`src/ym_map_pkg.sv`:
```
package ym_map_pkg;

	// --------------------------------------------------
	// 68000 map, compared on a23..a8
	// --------------------------------------------------
	localparam logic [15:0] M68K_IO_BASE     = 16'hA100; // version, pads.
	localparam logic [15:0] M68K_BUSREQ_ADDR = 16'hA111;
	localparam logic [15:0] M68K_RESET_ADDR  = 16'hA112;
	localparam logic [15:0] M68K_FDC_BASE    = 16'hA120;
	localparam logic [15:0] M68K_TIME_BASE   = 16'hA130;

	// --------------------------------------------------
	// Z80 map, compared on a15..a8
	// --------------------------------------------------
	localparam logic [1:0] Z80_ZRAM_TOP     = 2'b00;  // 0000-3fff.
	localparam logic [2:0] Z80_SOUND_TOP    = 3'b010; // 4000-5fff.
	localparam logic [7:0] Z80_BANK_WR_ADDR = 8'h60;  // 6000-60ff.

	// a15 within the sampled z80 page.
	localparam int unsigned Z80_WINDOW_BIT = 7;

	// bank register becomes a23..a15.
	localparam int unsigned BANK_WIDTH = 9;

endpackage

```
`src/ym_bus_pkg.sv`:
```
package ym_bus_pkg;

	import ym_map_pkg::*;

	typedef logic [15:0] m68k_addr_t;           // a23..a8.
	typedef logic [7:0] z80_addr_t;             // a15..a8.
	typedef logic [BANK_WIDTH-1:0] z80_bank_t;  // window a23..a15.

	// --------------------------------------------------
	// registered 68000 decode
	// --------------------------------------------------
	typedef struct packed {
		logic io;
		logic timer;
		logic fdc;
		logic busreq_reg;
		logic reset_reg;
		logic wr;  // one cycle per bus write.
		logic d8;
	} m68k_sel_t;

	// --------------------------------------------------
	// registered Z80 decode
	// --------------------------------------------------
	typedef struct packed {
		logic      zram;
		logic      sound;
		logic      bank_wr;
		logic      window;
		z80_addr_t za;
		logic      d0;
	} z80_sel_t;

	// Z80 control register outputs.
	typedef struct packed {
		logic      busreq;
		logic      z80_reset;
		z80_bank_t bank;
	} z80_ctl_t;

endpackage

```
`src/m68k_decode.sv`:
```
`timescale 1ns/1ps

module m68k_decode
	import ym_bus_pkg::*, ym_map_pkg::*;
(
	input  logic       MCLK,
	input  logic       rst_n_i,
	input  m68k_addr_t va_i,
	input  logic       as_n_i,
	input  logic       uds_n_i,
	input  logic       rw_i,
	input  logic       vd8_i,
	output m68k_sel_t  m68k_sel_o
);

	m68k_addr_t va_q;
	logic       vd8_q;
	logic       as_n_q;
	logic       uds_n_q;
	logic       rw_q;
	logic       wr_cyc;
	logic       wr_cyc_d;
	logic       wr_start;
	m68k_sel_t  sel_q;

	always_ff @(posedge MCLK or negedge rst_n_i)
	begin
		if (!rst_n_i)
		begin
			as_n_q  <= 1'b1;
			uds_n_q <= 1'b1;
			rw_q    <= 1'b1;
		end
		else
		begin
			as_n_q  <= as_n_i;
			uds_n_q <= uds_n_i;
			rw_q    <= rw_i;
		end
	end

	always_ff @(posedge MCLK)
	begin
		va_q  <= va_i;
		vd8_q <= vd8_i;
	end

	assign wr_cyc   = ~as_n_q & ~uds_n_q & ~rw_q; // upper byte write.
	assign wr_start = wr_cyc & ~wr_cyc_d;

	always_ff @(posedge MCLK or negedge rst_n_i)
	begin
		if (!rst_n_i)
		begin
			sel_q    <= '0;
			wr_cyc_d <= 1'b0;
		end
		else
		begin
			sel_q.io         <= ~as_n_q && (va_q == M68K_IO_BASE);
			sel_q.timer      <= ~as_n_q && (va_q == M68K_TIME_BASE);
			sel_q.fdc        <= ~as_n_q && (va_q == M68K_FDC_BASE);
			sel_q.busreq_reg <= ~as_n_q && (va_q == M68K_BUSREQ_ADDR);
			sel_q.reset_reg  <= ~as_n_q && (va_q == M68K_RESET_ADDR);
			sel_q.wr         <= wr_start;
			if (wr_start)
				sel_q.d8 <= vd8_q; // held until next write.
			wr_cyc_d <= wr_cyc;
		end
	end

	assign m68k_sel_o = sel_q;

endmodule

```
`src/z80_decode.sv`:
```
`timescale 1ns/1ps

module z80_decode
	import ym_bus_pkg::*, ym_map_pkg::*;
(
	input  logic      MCLK,
	input  logic      rst_n_i,
	input  z80_addr_t za_i,
	input  logic      mreq_n_i,
	input  logic      zwr_n_i,
	input  logic      zd0_i,
	output z80_sel_t  z80_sel_o
);

	z80_addr_t za_q;
	logic      zd0_q;
	logic      mreq_n_q;
	logic      zwr_n_q;
	logic      bank_cyc;
	logic      bank_cyc_d;
	logic      bank_start;
	z80_sel_t  sel_q;

	always_ff @(posedge MCLK or negedge rst_n_i)
	begin
		if (!rst_n_i)
		begin
			mreq_n_q <= 1'b1;
			zwr_n_q  <= 1'b1;
		end
		else
		begin
			mreq_n_q <= mreq_n_i;
			zwr_n_q  <= zwr_n_i;
		end
	end

	always_ff @(posedge MCLK)
	begin
		za_q  <= za_i;
		zd0_q <= zd0_i;
	end

	assign bank_cyc   = ~mreq_n_q & ~zwr_n_q & (za_q == Z80_BANK_WR_ADDR);
	assign bank_start = bank_cyc & ~bank_cyc_d;

	always_ff @(posedge MCLK or negedge rst_n_i)
	begin
		if (!rst_n_i)
		begin
			sel_q      <= '0;
			bank_cyc_d <= 1'b0;
		end
		else
		begin
			sel_q.zram    <= ~mreq_n_q && (za_q[7:6] == Z80_ZRAM_TOP);
			sel_q.sound   <= ~mreq_n_q && (za_q[7:5] == Z80_SOUND_TOP);
			sel_q.window  <= ~mreq_n_q & za_q[Z80_WINDOW_BIT]; // 8000-ffff.
			sel_q.za      <= za_q;
			sel_q.bank_wr <= bank_start;
			if (bank_start)
				sel_q.d0 <= zd0_q;
			bank_cyc_d <= bank_cyc;
		end
	end

	assign z80_sel_o = sel_q;

endmodule

```
`src/z80_regs.sv`:
```
`timescale 1ns/1ps

module z80_regs
	import ym_bus_pkg::*;
(
	input  logic      MCLK,
	input  logic      rst_n_i,
	input  m68k_sel_t m68k_sel_i,
	input  z80_sel_t  z80_sel_i,
	output z80_ctl_t  ctl_o
);

	z80_ctl_t ctl_q;
	logic     busreq_wr;
	logic     reset_wr;

	assign busreq_wr = m68k_sel_i.wr & m68k_sel_i.busreq_reg;
	assign reset_wr  = m68k_sel_i.wr & m68k_sel_i.reset_reg;

	// --------------------------------------------------
	// control bits, written from the 68000
	// --------------------------------------------------
	always_ff @(posedge MCLK or negedge rst_n_i)
	begin
		if (!rst_n_i)
		begin
			ctl_q.busreq    <= 1'b0;
			ctl_q.z80_reset <= 1'b1; // z80 held after reset.
		end
		else
		begin
			if (busreq_wr)
				ctl_q.busreq <= m68k_sel_i.d8;
			if (reset_wr)
				ctl_q.z80_reset <= ~m68k_sel_i.d8; // 1 releases.
		end
	end

	// --------------------------------------------------
	// bank register, serial from the z80
	// --------------------------------------------------
	always_ff @(posedge MCLK or negedge rst_n_i)
	begin
		if (!rst_n_i)
		begin
			ctl_q.bank <= '0;
		end
		else if (z80_sel_i.bank_wr)
		begin
			// d0 enters at a23, older bits move down.
			ctl_q.bank <= {z80_sel_i.d0, ctl_q.bank[$bits(z80_bank_t)-1:1]};
		end
	end

	assign ctl_o = ctl_q;

endmodule

```
`src/bus_out.sv`:
```
`timescale 1ns/1ps

module bus_out
	import ym_bus_pkg::*;
(
	input  m68k_sel_t  m68k_sel_i,
	input  z80_sel_t   z80_sel_i,
	input  z80_ctl_t   ctl_i,
	input  logic       zbak_n_i,
	output logic       io_n_o,
	output logic       time_n_o,
	output logic       fdc_n_o,
	output logic       dtack_n_o,
	output logic       zram_n_o,
	output logic       sound_n_o,
	output logic       zbr_n_o,
	output logic       zres_n_o,
	output logic       vz_n_o,
	output m68k_addr_t va_o,
	output logic       vd8_o
);

	logic ctl_sel;

	assign ctl_sel = m68k_sel_i.busreq_reg | m68k_sel_i.reset_reg;

	// --------------------------------------------------
	// 68000 side
	// --------------------------------------------------
	assign io_n_o    = ~m68k_sel_i.io;
	assign time_n_o  = ~m68k_sel_i.timer;
	assign fdc_n_o   = ~m68k_sel_i.fdc;
	assign dtack_n_o = ~ctl_sel; // only the local registers.

	// bus acknowledge readback on d8.
	assign vd8_o = ctl_i.busreq ? zbak_n_i : 1'b1;

	// --------------------------------------------------
	// Z80 side
	// --------------------------------------------------
	assign zram_n_o  = ~z80_sel_i.zram;
	assign sound_n_o = ~z80_sel_i.sound;
	assign zbr_n_o   = ~ctl_i.busreq;
	assign zres_n_o  = ~ctl_i.z80_reset;
	assign vz_n_o    = ~z80_sel_i.window;

	// window address, bank above z80 a14..a8.
	always_comb
	begin
		if (z80_sel_i.window)
			va_o = {ctl_i.bank, z80_sel_i.za[6:0]};
		else
			va_o = '0;
	end

endmodule

```
`src/ym6045_top.sv`:
```
`timescale 1ns/1ps

module ym6045_top
	import ym_bus_pkg::*;
(
	input  logic       MCLK,
	input  logic       rst_n_i,
	input  m68k_addr_t va_i,
	input  logic       as_n_i,
	input  logic       uds_n_i,
	input  logic       rw_i,
	input  logic       vd8_i,
	input  z80_addr_t  za_i,
	input  logic       mreq_n_i,
	input  logic       zwr_n_i,
	input  logic       zd0_i,
	input  logic       zbak_n_i,
	output logic       io_n_o,
	output logic       time_n_o,
	output logic       fdc_n_o,
	output logic       dtack_n_o,
	output logic       zram_n_o,
	output logic       sound_n_o,
	output logic       zbr_n_o,
	output logic       zres_n_o,
	output logic       vz_n_o,
	output m68k_addr_t va_o,
	output logic       vd8_o
);

	m68k_sel_t m68k_sel;
	z80_sel_t  z80_sel;
	z80_ctl_t  ctl;

	m68k_decode u_m68k_decode (
		.MCLK       (MCLK),
		.rst_n_i    (rst_n_i),
		.va_i       (va_i),
		.as_n_i     (as_n_i),
		.uds_n_i    (uds_n_i),
		.rw_i       (rw_i),
		.vd8_i      (vd8_i),
		.m68k_sel_o (m68k_sel)
	);

	z80_decode u_z80_decode (
		.MCLK      (MCLK),
		.rst_n_i   (rst_n_i),
		.za_i      (za_i),
		.mreq_n_i  (mreq_n_i),
		.zwr_n_i   (zwr_n_i),
		.zd0_i     (zd0_i),
		.z80_sel_o (z80_sel)
	);

	z80_regs u_z80_regs (
		.MCLK       (MCLK),
		.rst_n_i    (rst_n_i),
		.m68k_sel_i (m68k_sel),
		.z80_sel_i  (z80_sel),
		.ctl_o      (ctl)
	);

	bus_out u_bus_out (
		.m68k_sel_i (m68k_sel),
		.z80_sel_i  (z80_sel),
		.ctl_i      (ctl),
		.zbak_n_i   (zbak_n_i),
		.io_n_o     (io_n_o),
		.time_n_o   (time_n_o),
		.fdc_n_o    (fdc_n_o),
		.dtack_n_o  (dtack_n_o),
		.zram_n_o   (zram_n_o),
		.sound_n_o  (sound_n_o),
		.zbr_n_o    (zbr_n_o),
		.zres_n_o   (zres_n_o),
		.vz_n_o     (vz_n_o),
		.va_o       (va_o),
		.vd8_o      (vd8_o)
	);

endmodule

```
`config.mk`:
```
export PLATFORM = sky130hd
export DESIGN_NAME = ym6045_top
export DESIGN_NICKNAME = d
export VERILOG_FILES = /design/src/ym_map_pkg.sv /design/src/ym_bus_pkg.sv /design/src/m68k_decode.sv /design/src/z80_decode.sv /design/src/z80_regs.sv /design/src/bus_out.sv /design/src/ym6045_top.sv
export SDC_FILE = /design/constraint.sdc
export NUM_CORES = 1
export LEC_CHECK = 0
export ABC_CLOCK_PERIOD_IN_PS = 3600
export BUFFER_PORTS_ARGS = -buffer_cell sky130_fd_sc_hd__buf_2
export CAP_MARGIN = 30
export CORE_MARGIN = 1
export CORE_UTILIZATION = 55
export CTS_BUF_LIST = sky130_fd_sc_hd__clkbuf_8
export DETAILED_ROUTE_END_ITERATION = 8
export GPL_TIMING_DRIVEN = 0
export PLACE_DENSITY = 0.84
export SLEW_MARGIN = 30
export SYNTH_ARGS = -nofsm -noshare
export SYNTH_HDL_FRONTEND = slang
export SYNTH_HIERARCHICAL = 1
export SYNTH_SLANG_ARGS = --single-unit
```
`constraint.sdc`:
```
create_clock -name MCLK -period 3.6 [get_ports MCLK]
set_input_delay 0.18 -clock MCLK [delete_from_list [all_inputs] [get_ports MCLK]]
set_output_delay 0.18 -clock MCLK [all_outputs]
set_load 0.02 [all_outputs]
```
==> results of run 1 <==
==> worst max-delay path, stage by stage (launching register included) <==
cell and delay [ns]:
dfrtp_1 0.46, buf_6 0.17, and2_2 0.17, buf_2 0.16
==> area by class of cell <==
| class | instances | area, um^2 |
|---|---|---|
| Fill cell | 192 | 564.3 |
| Sequential cell | 63 | 1454 |
| Timing Repair Buffer | 91 | 615.6 |
| Tap cell | 46 | 57.56 |
| Multi-Input combinational cell | 58 | 540.5 |
| Inverter | 10 | 37.54 |
| Buffer | 2 | 22.52 |
| Clock inverter | 5 | 25.02 |
| Clock buffer | 11 | 151.4 |
==> power by group through the flow <==
stage | combinational (W) | clock, W | sequential (W)
5_1_grt | 0.0000892 | 0.000581 | 0.000755
6_report | 0.0000826 | 0.000538 | 0.000753
4_1_cts | 0.0000796 | 0.000530 | 0.000751
2_1_floorplan | 0.0000214 | 0 | 0.000759
3_5_place_dp | 0.0000530 | 0 | 0.000765
3_3_place_gp | 0.0000497 | 0 | 0.000761
==> metrics by stage <==
stage                       util  worst slack [ns]
after floorplan                -             2.381
after global placement    0.6941             2.317
after detailed placement  0.6941             2.306
after CTS                 0.8373             2.129
after global routing      0.8373             2.077
final                     0.8373             2.128
==> per-layer routing <==
layer  global-route usage  vias up  routed length (um)
li1                     -      643                   -
met1               0.2457      703                1615
met2               0.5524       47                2888
met3              0.08877       10                 187
met4               0.1134        0                 127
met5                    0        -                   0
==> repair_timing <==
item                                   4_1_cts  5_1_grt
endpoints found under the hold margin       62        0
setup buffers                                0        0
gates resized for setup                      0        0
hold buffers                                32        0
==> worst max path at each step <==
stage,from,endpoint,slack (ns),depth (start not counted)
6_report,u_z80_decode/z80_sel_o[9],va_o[6],2.13,3
5_1_grt,u_z80_decode/z80_sel_o[9],va_o[6],2.08,3
3_5_place_dp,u_z80_decode/zwr_n_q,u_z80_decode/z80_sel_o[0],2.31,3
2_1_floorplan,u_z80_decode/zwr_n_q,u_z80_decode/z80_sel_o[0],2.38,3
3_3_place_gp,u_z80_decode/zwr_n_q,u_z80_decode/z80_sel_o[0],2.32,3
4_1_cts,u_z80_decode/z80_sel_o[9],va_o[6],2.13,3
==> sequential cells by signal (all words and copies together) (netlist names) <==
register	flops
u_m68k_decode/m68k_sel_o	7
u_z80_decode/z80_sel_o	12
u_z80_decode/zwr_n_q	1
u_z80_decode/bank_cyc_d	1
u_z80_decode/za_q	8
u_m68k_decode/va_q	16
u_z80_regs/ctl_o	11
u_m68k_decode/rw_q	1
u_m68k_decode/uds_n_q	1
u_z80_decode/zd0_q	1
u_m68k_decode/vd8_q	1
u_m68k_decode/wr_cyc_d	1
u_z80_decode/mreq_n_q	1
u_m68k_decode/as_n_q	1
==> run summary, run 1 <==
Status -> completed
Dpl cell area -> 0.002407 mm^2
IO Count -> 60
Hold path endpoint -> u_z80_decode/z80_sel_o[4]
Final period util -> 0.4089
Die area -> 0.003984 mm^2
Clock Tree Buf Depth -> 2
Clock tree sinks -> 63
Detail-routed net length per standard cell -> 16.84 um
CTS tree -> built
R2R Setup Slk -> 2.21 ns
Minimum clock period -> 1.472 ns
Largest net degree at the start of global routing -> 38
Ys Warns -> 6
Std-Cell Rows -> 21
Hold_sp -> u_z80_decode/za_q[3]
Final Slew Violations -> 0
Tightest Pin Transition -> 0.8088 ns
Die Height -> 63.12 um
WHS -> 0.3641 ns
Antenna violations before repair -> 0
Post-detail-place hpwl -> 2459 um
Core area -> 0.003468 mm^2
Final ANT Viol Nets -> 0
Crit path kind -> reg -> out
Design area -> 0.002904 mm^2
Number of global-route vias before repair -> 1580
Setup violators final -> 0
Synthesized area per cell -> 15.45 um^2
Int Pwr -> 0.001063 W
Clock power frac -> 0.392
CP Capture Type -> output port
Seq pwr share -> 0.548
Clock buffer count from CTS -> 9
P_sw -> 0.0003114 W
Pwr Total -> 0.001374 W
Critical Path RT -> 3.42 ns
Hold Path Class -> reg -> reg
Startpoint Class -> register
Worst endpoint data arrival time -> 1.29 ns
Final Wtd Congestion -> 0.7240
Mapped Area -> 0.002054 mm^2
TNS Setup -> 0 ns
Critical register-to-register path endpoint -> u_m68k_decode/m68k_sel_o[5]
RSZ-0062 raised after global routing -> no
Inst Count DP -> 238
Port Buffer Count -> 59
Mapped Nets -> 167
R2r worst-path depth -> 3
Skew-Pair Late Insertion Delay -> 0.33 ns
Commonest non-fill, non-tap cell in the layout -> buf_2
Max-cap viol count -> 0
Worst-path clk slew -> 0.07 ns
Fmax -> 679.3 MHz
Combinational share of power -> 0.060
DRT iter0 DRCs -> 55
Leak -> 1.384 nW
Root buffer cell -> clkbuf_8
DRC -> 0
CP Max Fanout -> 10
Layout cells sized above 1 -> 0.4833
Max IR drop VDD -> 0.4577 mV
Drt first pass iters -> 4
Mapped Cells -> 133
Die X-Extent -> 63.12 um
Initial Utilization -> 0.5924
Relative slew slack -> 0.4608
H-tree depth -> 3
Final Instance Count excl. Fillers -> 286
# nets final -> 269
Number of diodes -> 0
Drt via density -> 4.906
Worst Skew -> 0.009495 ns
Layout Area Growth over Synthesis -> 41.35%
Switching Fraction -> 0.2266
Pwr dens -> 473.1 mW/mm^2
First-pass GRT wire length -> 7693 um
Final hold violation count -> 0
Reg2reg start -> u_m68k_decode/as_n_q
WL final -> 4817 um
Via count -> 1403
Global Route Usage Sum -> 0.2768
Total global routing overflow -> 0
Most frequent cells in the layout -> 59 x buf_2, 32 x dlygate4sd3_1, 31 x dfrtp_1, 26 x dfxtp_1
Worst Hold Depth -> 0
(Power assumes the default switching activity.)
==> inputs of run 2 (changes only) <==
--- a/config.mk
+++ b/config.mk
@@ -5,15 +5,15 @@
 export SDC_FILE = /design/constraint.sdc
 export NUM_CORES = 1
 export LEC_CHECK = 0
-export ABC_CLOCK_PERIOD_IN_PS = 3600
+export ABC_CLOCK_PERIOD_IN_PS = 1500
 export BUFFER_PORTS_ARGS = -buffer_cell sky130_fd_sc_hd__buf_2
 export CAP_MARGIN = 30
 export CORE_MARGIN = 1
-export CORE_UTILIZATION = 55
+export CORE_UTILIZATION = 53
 export CTS_BUF_LIST = sky130_fd_sc_hd__clkbuf_8
 export DETAILED_ROUTE_END_ITERATION = 8
 export GPL_TIMING_DRIVEN = 0
-export PLACE_DENSITY = 0.84
+export PLACE_DENSITY = 0.81
 export SLEW_MARGIN = 30
 export SYNTH_ARGS = -nofsm -noshare
 export SYNTH_HDL_FRONTEND = slang
==> constraint.sdc (replaced) <==
create_clock -name MCLK -period 1.5 [get_ports MCLK]
set_input_delay 0.075 -clock MCLK [delete_from_list [all_inputs] [get_ports MCLK]]
set_output_delay 0.075 -clock MCLK [all_outputs]
set_load 0.02 [all_outputs]
==> run 2 against run 1 <==
  * Clock skew fell by 0.0016 ns
  * Hold slack got worse by 0.0082 ns
  * Clock power rose to 3.0 times the previous value
  * Flip-flop and latch count stayed put
  * Cell count up 0.70%
  * Cell area increased by 1.7%
  * Non-clock buffer count is the same
  * Sequential share of layout area down 0.85 points
  * Wire length fell by 6.4%
  * Highest routed layer unchanged
  * Clock-buffer cell count unchanged
==> run summary, run 2 (synthesis results as in run 1) <==
Status -> completed
Tightest Pin Transition -> 0.7863 ns (-0.02248 ns)
Initial Utilization -> 0.5570 (-0.03536)
Number of diodes -> 0 (unchanged)
Commonest non-fill, non-tap cell in the layout -> buf_2
WL final -> 4508 um (-6.4%)
Fmax -> 728.7 MHz
Drt first pass iters -> 4 (unchanged)
# nets final -> 269 (unchanged)
Leak -> 1.409 nW (+1.7%)
Port Buffer Count -> 59 (unchanged)
Critical Path, Cell by Cell -> buf_6, and2_2, buf_2
H-tree depth -> 3 (unchanged)
Cell family with most CP delay -> flip-flops
Post-CTS Setup Inserts -> 0 (unchanged)
IO Count -> 60 (unchanged)
CTS hold repair buffers -> 32 (unchanged)
Final period util -> 0.9149
Final Wtd Congestion -> 0.7562 (+4.4%)
TNS Setup -> 0 ns (unchanged)
Relative slew slack -> 0.4758 (+0.01499)
Slowest cell on crit path -> dfrtp_1
Crit path kind -> reg -> out
Die area -> 0.004129 mm^2 (+3.7%)
Startpoint Class -> register
Pwr Total -> 0.003642 W (+170%)
Layout Area Growth over Synthesis -> 43.79%
RSZ-0062 raised after global routing -> no
Clock Tree Buf Depth -> 2 (unchanged)
Hold Path Class -> in -> async
Setup violators final -> 0 (unchanged)
Largest register FFs -> 16 (unchanged)
Minimum clock period -> 1.372 ns
Number of global-route vias before repair -> 1536 (-2.8%)
WHS -> 0.3560 ns (-0.008151 ns)
Clock buffer count from CTS -> 9 (unchanged)
Detail-routed net length per standard cell -> 15.65 um (-7.1%)
Final Slew Violations -> 0 (unchanged)
Crit path buf inv count -> 2 (unchanged)
Std-Cell Rows -> 22 (+4.8%)
Layout cells sized above 1 -> 0.4833 (unchanged)
Global Route Usage Sum -> 0.2565 (-0.02026)
FILL cells -> 219 (+14%)
R2R Setup Slk -> 0.21 ns (-2.00 ns)
CP Max Fanout -> 10 (unchanged)
Die Height -> 64.26 um (+1.8%)
Pwr dens -> 1233 mW/mm^2 (+160%)
CP Capture Type -> output port
R2r worst-path depth -> 3 (unchanged)
Via count -> 1375 (-2.0%)
Worst Skew -> 0.007920 ns (-0.001575 ns)
Max IR drop VDD -> 0.9291 mV (+100%)
Dpl cell area -> 0.002410 mm^2 (+0.10%)
Post-detail-place hpwl -> 2296 um (-6.6%)
Drt via density -> 4.774 (-2.7%)
First-pass GRT wire length -> 7265 um (-5.6%)
Clock tree sinks -> 63 (unchanged)
Reg with most FFs -> u_m68k_decode/va_q
Design area -> 0.002954 mm^2 (+1.7%)
Max-cap viol count -> 0 (unchanged)
Core area -> 0.003689 mm^2 (+6.3%)
DRT iter0 DRCs -> 48 (-13%)
Final hold violation count -> 0 (unchanged)
CTS tree -> built
DRC -> 0 (unchanged)
Total global routing overflow -> 0 (unchanged)
Die X-Extent -> 64.26 um (+1.8%)
Antenna violations before repair -> 0 (unchanged)
Reg2reg start -> u_z80_decode/zwr_n_q
Root buffer cell -> clkbuf_8
Worst endpoint data arrival time -> 1.30 ns (about the same)
Most frequent cells in the layout -> 59 x buf_2, 32 x dlygate4sd3_1, 31 x dfrtp_1, 26 x dfxtp_1
Critical register-to-register path endpoint -> u_z80_decode/z80_sel_o[0]
Critical path's largest stage delay -> 0.45 ns (about the same)
Worst-path clk slew -> 0.07 ns (about the same)
Critical Path RT -> 1.42 ns (-2.00 ns)
Skew-Pair Late Insertion Delay -> 0.34 ns (about the same)
Resized cells post-CTS -> 0 (unchanged)
Largest net degree at the start of global routing -> 38 (unchanged)
Final ANT Viol Nets -> 0 (unchanged)
[run 2: layer usage]
| metal | up-vias | wire length (um) | track usage |
|---|---|---|---|
| met5 | - | 0 | 0 |
| met4 | 0 | 92 | 0.1167 |
| met1 | 675 | 1616 | 0.2485 |
| li1 | 640 | - | - |
| met3 | 10 | 220 | 0.1018 |
| met2 | 50 | 2579 | 0.4697 |
[run 2: worst max-delay path by stage]
stage                              start                        end  slack [ns]  cells past startpoint
2_1_floorplan       u_z80_decode/zwr_n_q  u_z80_decode/z80_sel_o[0]        0.28                      3
3_3_place_gp        u_z80_decode/zwr_n_q  u_z80_decode/z80_sel_o[0]        0.22                      3
3_5_place_dp        u_z80_decode/zwr_n_q  u_z80_decode/z80_sel_o[0]        0.21                      3
4_1_cts        u_z80_decode/z80_sel_o[9]                    va_o[6]        0.12                      3
5_1_grt        u_z80_decode/z80_sel_o[9]                   va_o[12]        0.04                      3
6_report       u_z80_decode/z80_sel_o[9]                    va_o[6]        0.13                      3
[run 2: layout make-up]
| type | count | area (um^2) | area share |
|---|---|---|---|
| clock buffers | 11 | 151.4 | 0.05125 |
| flip-flops and latches | 63 | 1454 | 0.4922 |
| plain buffers | 2 | 22.52 | 0.007624 |
| multi-input cells | 58 | 540.5 | 0.1830 |
| well taps | 48 | 60.06 | 0.02033 |
| repair buffers | 91 | 615.6 | 0.2084 |
| clock inverters | 5 | 72.57 | 0.02457 |
| inverters | 10 | 37.54 | 0.01271 |
[run 2: per-stage QoR]
| stage | util | setup slack [ns] | std cells |
|---|---|---|---|
| after floorplan | - | 0.2811 | 133 |
| after global placement | 0.6533 | 0.2216 | 240 |
| after detailed placement | 0.6533 | 0.2108 | 240 |
| after CTS | 0.8009 | 0.1242 | 288 |
| after global routing | 0.8009 | 0.04171 | 288 |
| final | 0.8009 | 0.1277 | 288 |
[run 2: where the power goes]
part | internal [W] | switching (W) | total (W)
clock network | 0.00101 | 0.000630 | 0.00164
registers | 0.00176 | 0.0000432 | 0.00180
logic | 0.000118 | 0.0000795 | 0.000197
total | 0.00289 | 0.000752 | 0.00364
==> inputs of run 3 (changes only) <==
--- a/config.mk
+++ b/config.mk
@@ -5,15 +5,15 @@
 export SDC_FILE = /design/constraint.sdc
 export NUM_CORES = 1
 export LEC_CHECK = 0
-export ABC_CLOCK_PERIOD_IN_PS = 1500
+export ABC_CLOCK_PERIOD_IN_PS = 1150
 export BUFFER_PORTS_ARGS = -buffer_cell sky130_fd_sc_hd__buf_2
 export CAP_MARGIN = 30
 export CORE_MARGIN = 1
-export CORE_UTILIZATION = 53
+export CORE_UTILIZATION = 48
 export CTS_BUF_LIST = sky130_fd_sc_hd__clkbuf_8
 export DETAILED_ROUTE_END_ITERATION = 8
 export GPL_TIMING_DRIVEN = 0
-export PLACE_DENSITY = 0.81
+export PLACE_DENSITY = 0.78
 export SLEW_MARGIN = 30
 export SYNTH_ARGS = -nofsm -noshare
 export SYNTH_HDL_FRONTEND = slang
==> constraint.sdc (replaced) <==
create_clock -name MCLK -period 1.15 [get_ports MCLK]
set_input_delay 0.0575 -clock MCLK [delete_from_list [all_inputs] [get_ports MCLK]]
set_output_delay 0.0575 -clock MCLK [all_outputs]
set_load 0.02 [all_outputs]
==> run 3 against run 2 <==
  * The run now ends with setup timing left
  * Register-to-register slack got worse by 0.33 ns
  * Wire length down 4.5%
  * First-iteration DRC count up 40%
  * Non-clock buffer count grew 6
  * Utilization down 2.8 points
  * Cell count rose by 2.8%
  * Clock-buffer cell count down 1
  * Combinational power grew 49%
==> run summary, run 3 (synthesis results as in run 1) <==
Core area -> 0.004058 mm^2 (+10%)
Number of diodes -> 0 (unchanged)
Detail-routed net length per standard cell -> 14.55 um (-7.1%)
Initial Utilization -> 0.5063 (-0.05067)
Layout cells sized above 1 -> 0.5325 (+0.04919)
Skew-Pair Late Insertion Delay -> 0.33 ns (about the same)
Final hold violation count -> 0 (unchanged)
Critical Path RT -> 1.09 ns (-0.33 ns)
Largest net degree at the start of global routing -> 38 (unchanged)
Drt first pass iters -> 4 (unchanged)
Layout Area Growth over Synthesis -> 52.68%
Die Height -> 67.42 um (+4.9%)
Startpoint Class -> register
Port Buffer Count -> 59 (unchanged)
WL final -> 4306 um (-4.5%)
Setup ws final -> -0.1216 ns (-0.2493 ns)
H-tree depth -> 3 (unchanged)
First-pass GRT wire length -> 6486 um (-11%)
TNS Setup -> -1.217 ns (-1.217 ns)
Std-Cell Rows -> 23 (+4.5%)
Final Wtd Congestion -> 0.7261 (-4.0%)
Largest register FFs -> 16 (unchanged)
Number of global-route vias before repair -> 1396 (-9.1%)
Final period util -> 1.106
Max IR drop VDD -> 1.536 mV (+65%)
IO Count -> 60 (unchanged)
RSZ-0062 raised after global routing -> yes
Pwr dens -> 1506 mW/mm^2 (+22%)
CP Max Fanout -> 10 (unchanged)
Metal3 WL -> 152 um (-31%)
Violated checks -> setup timing
Worst-path clk slew -> 0.08 ns (about the same)
CTS tree -> built
Most frequent cells in the layout -> 48 x buf_2, 32 x dlygate4sd3_1, 30 x dfrtp_1, 23 x dfxtp_1, 15 x buf_6
FILL cells -> 260 (+19%)
DRT iter0 DRCs -> 67 (+40%)
Register area -> 0.001459 mm^2 (+0.34%)
Global Route Usage Sum -> 0.2116 (-0.04488)
Hold Path Class -> in -> async
DRC -> 0 (unchanged)
Post-detail-place hpwl -> 2132 um (-7.1%)
Pwr Total -> 0.004725 W (+30%)
Met2 WL post-DR -> 2360 um (-8.5%)
Reg with most FFs -> u_m68k_decode/va_q
WHS -> 0.3547 ns (-0.001330 ns)
Status -> finished with violations
Minimum clock period -> 1.272 ns
Drt via density -> 4.598 (-3.7%)
Crit path kind -> reg -> out
Worst Skew -> 0.01413 ns (+0.006212 ns)
Max-cap viol count -> 0 (unchanged)
Clock buffer count from CTS -> 9 (unchanged)
Slowest cell on crit path -> dfrtp_2
Root buffer cell -> clkbuf_8
# nets final -> 275 (+2.2%)
Total global routing overflow -> 0 (unchanged)
Die area -> 0.004545 mm^2 (+10%)
Antenna violations before repair -> 0 (unchanged)
Tightest Pin Transition -> 0.7908 ns (+0.004474 ns)
Final ANT Viol Nets -> 0 (unchanged)
Dpl ws -> -0.1297 ns (-0.3405 ns)
Relative slew slack -> 0.4728 (-0.002982)
Clock Tree Buf Depth -> 2 (unchanged)
Fmax -> 786.4 MHz
R2r worst-path depth -> 3 (unchanged)
M1 WL -> 1678 um (+3.8%)
Worst endpoint data arrival time -> 1.21 ns (-0.09 ns)
Multi-input gate area -> 603.1 um^2 (+12%)
Leak -> 1.463 nW (+3.9%)
Final Slew Violations -> 0 (unchanged)
Via count -> 1361 (-1.0%)
Critical path's largest stage delay -> 0.43 ns (-0.02 ns)
Setup violators final -> 18 (+18)
Critical Path, Cell by Cell -> buf_6, and2_2, buf_2
Clock tree sinks -> 63 (unchanged)
Commonest non-fill, non-tap cell in the layout -> buf_2
Highest routed layer -> met4
Die X-Extent -> 67.42 um (+4.9%)
CP Capture Type -> output port
run 3: cell types whose count changed in the layout (fill, tap and decap cells not counted), sizes merged:
cell and change:
buf +6, clkbuf -1, clkinv +1
run 3: critical path: cells and delay by family, from the launching register on:
family / cells / cell delay [ns]
buffers and inverters: 2 / 0.29
AND/OR/NAND/NOR: 1 / 0.17
flip-flops: 1 / 0.43
run 3: routing by layer:
| layer | vias up | global-route usage |
|---|---|---|
| li1 | 652 | - |
| met3 | 11 | 0.05743 |
| met4 | 0 | 0.1410 |
| met1 | 651 | 0.2404 |
| met5 | - | 0 |
| met2 | 47 | 0.3475 |
run 3: final cells by class:
cell class / instances / share of cell area
Buffer: 2 / 0.007180
Clock buffer: 10 / 0.04388
Clock inverter: 6 / 0.02473
Inverter: 10 / 0.01197
Multi-Input combinational cell: 58 / 0.1923
Sequential cell: 63 / 0.4651
Tap cell: 50 / 0.01994
Timing Repair Buffer: 97 / 0.2349
run 3: worst paths after layout:
kind / slack (ns) / endpoint / startpoint
worst max register to register: -0.12 / u_z80_decode/z80_sel_o[0] / u_z80_decode/za_q[3]
worst min-delay path: 0.35 / u_m68k_decode/wr_cyc_d / rst_n_i
max in group asynchronous: 0.24 / u_z80_decode/z80_sel_o[9] / rst_n_i
min in group MCLK: 0.36 / u_m68k_decode/va_q[13] / va_i[13]
worst min register to register: 0.36 / u_z80_decode/z80_sel_o[7] / u_z80_decode/za_q[6]
worst max-delay path: -0.12 / va_o[6] / u_z80_decode/z80_sel_o[9]
run 3: through the flow:
stage                       util  cells  cell area (um^2)
after floorplan                -    133              2054
after global placement    0.5945    242              2412
after detailed placement  0.5945    242              2412
after CTS                 0.7545    295              3062
after global routing      0.7731    296              3137
final                     0.7731    296              3137
run 3: repair_timing:
item | in CTS | in global routing
endpoints found under the setup margin | 22 | 24
buffers inserted | 5 | 1
resized for setup | 20 | 26
hold buffers | 32 | 0
pin swaps | 6 | 4
hold endpoints to repair | 62 | 0
run 3: power breakdown:
group          internal [W]  total [W]  switching, W
combinational      0.000186   0.000294      0.000108
clock               0.00126    0.00207      0.000812
sequential          0.00230    0.00236     0.0000646
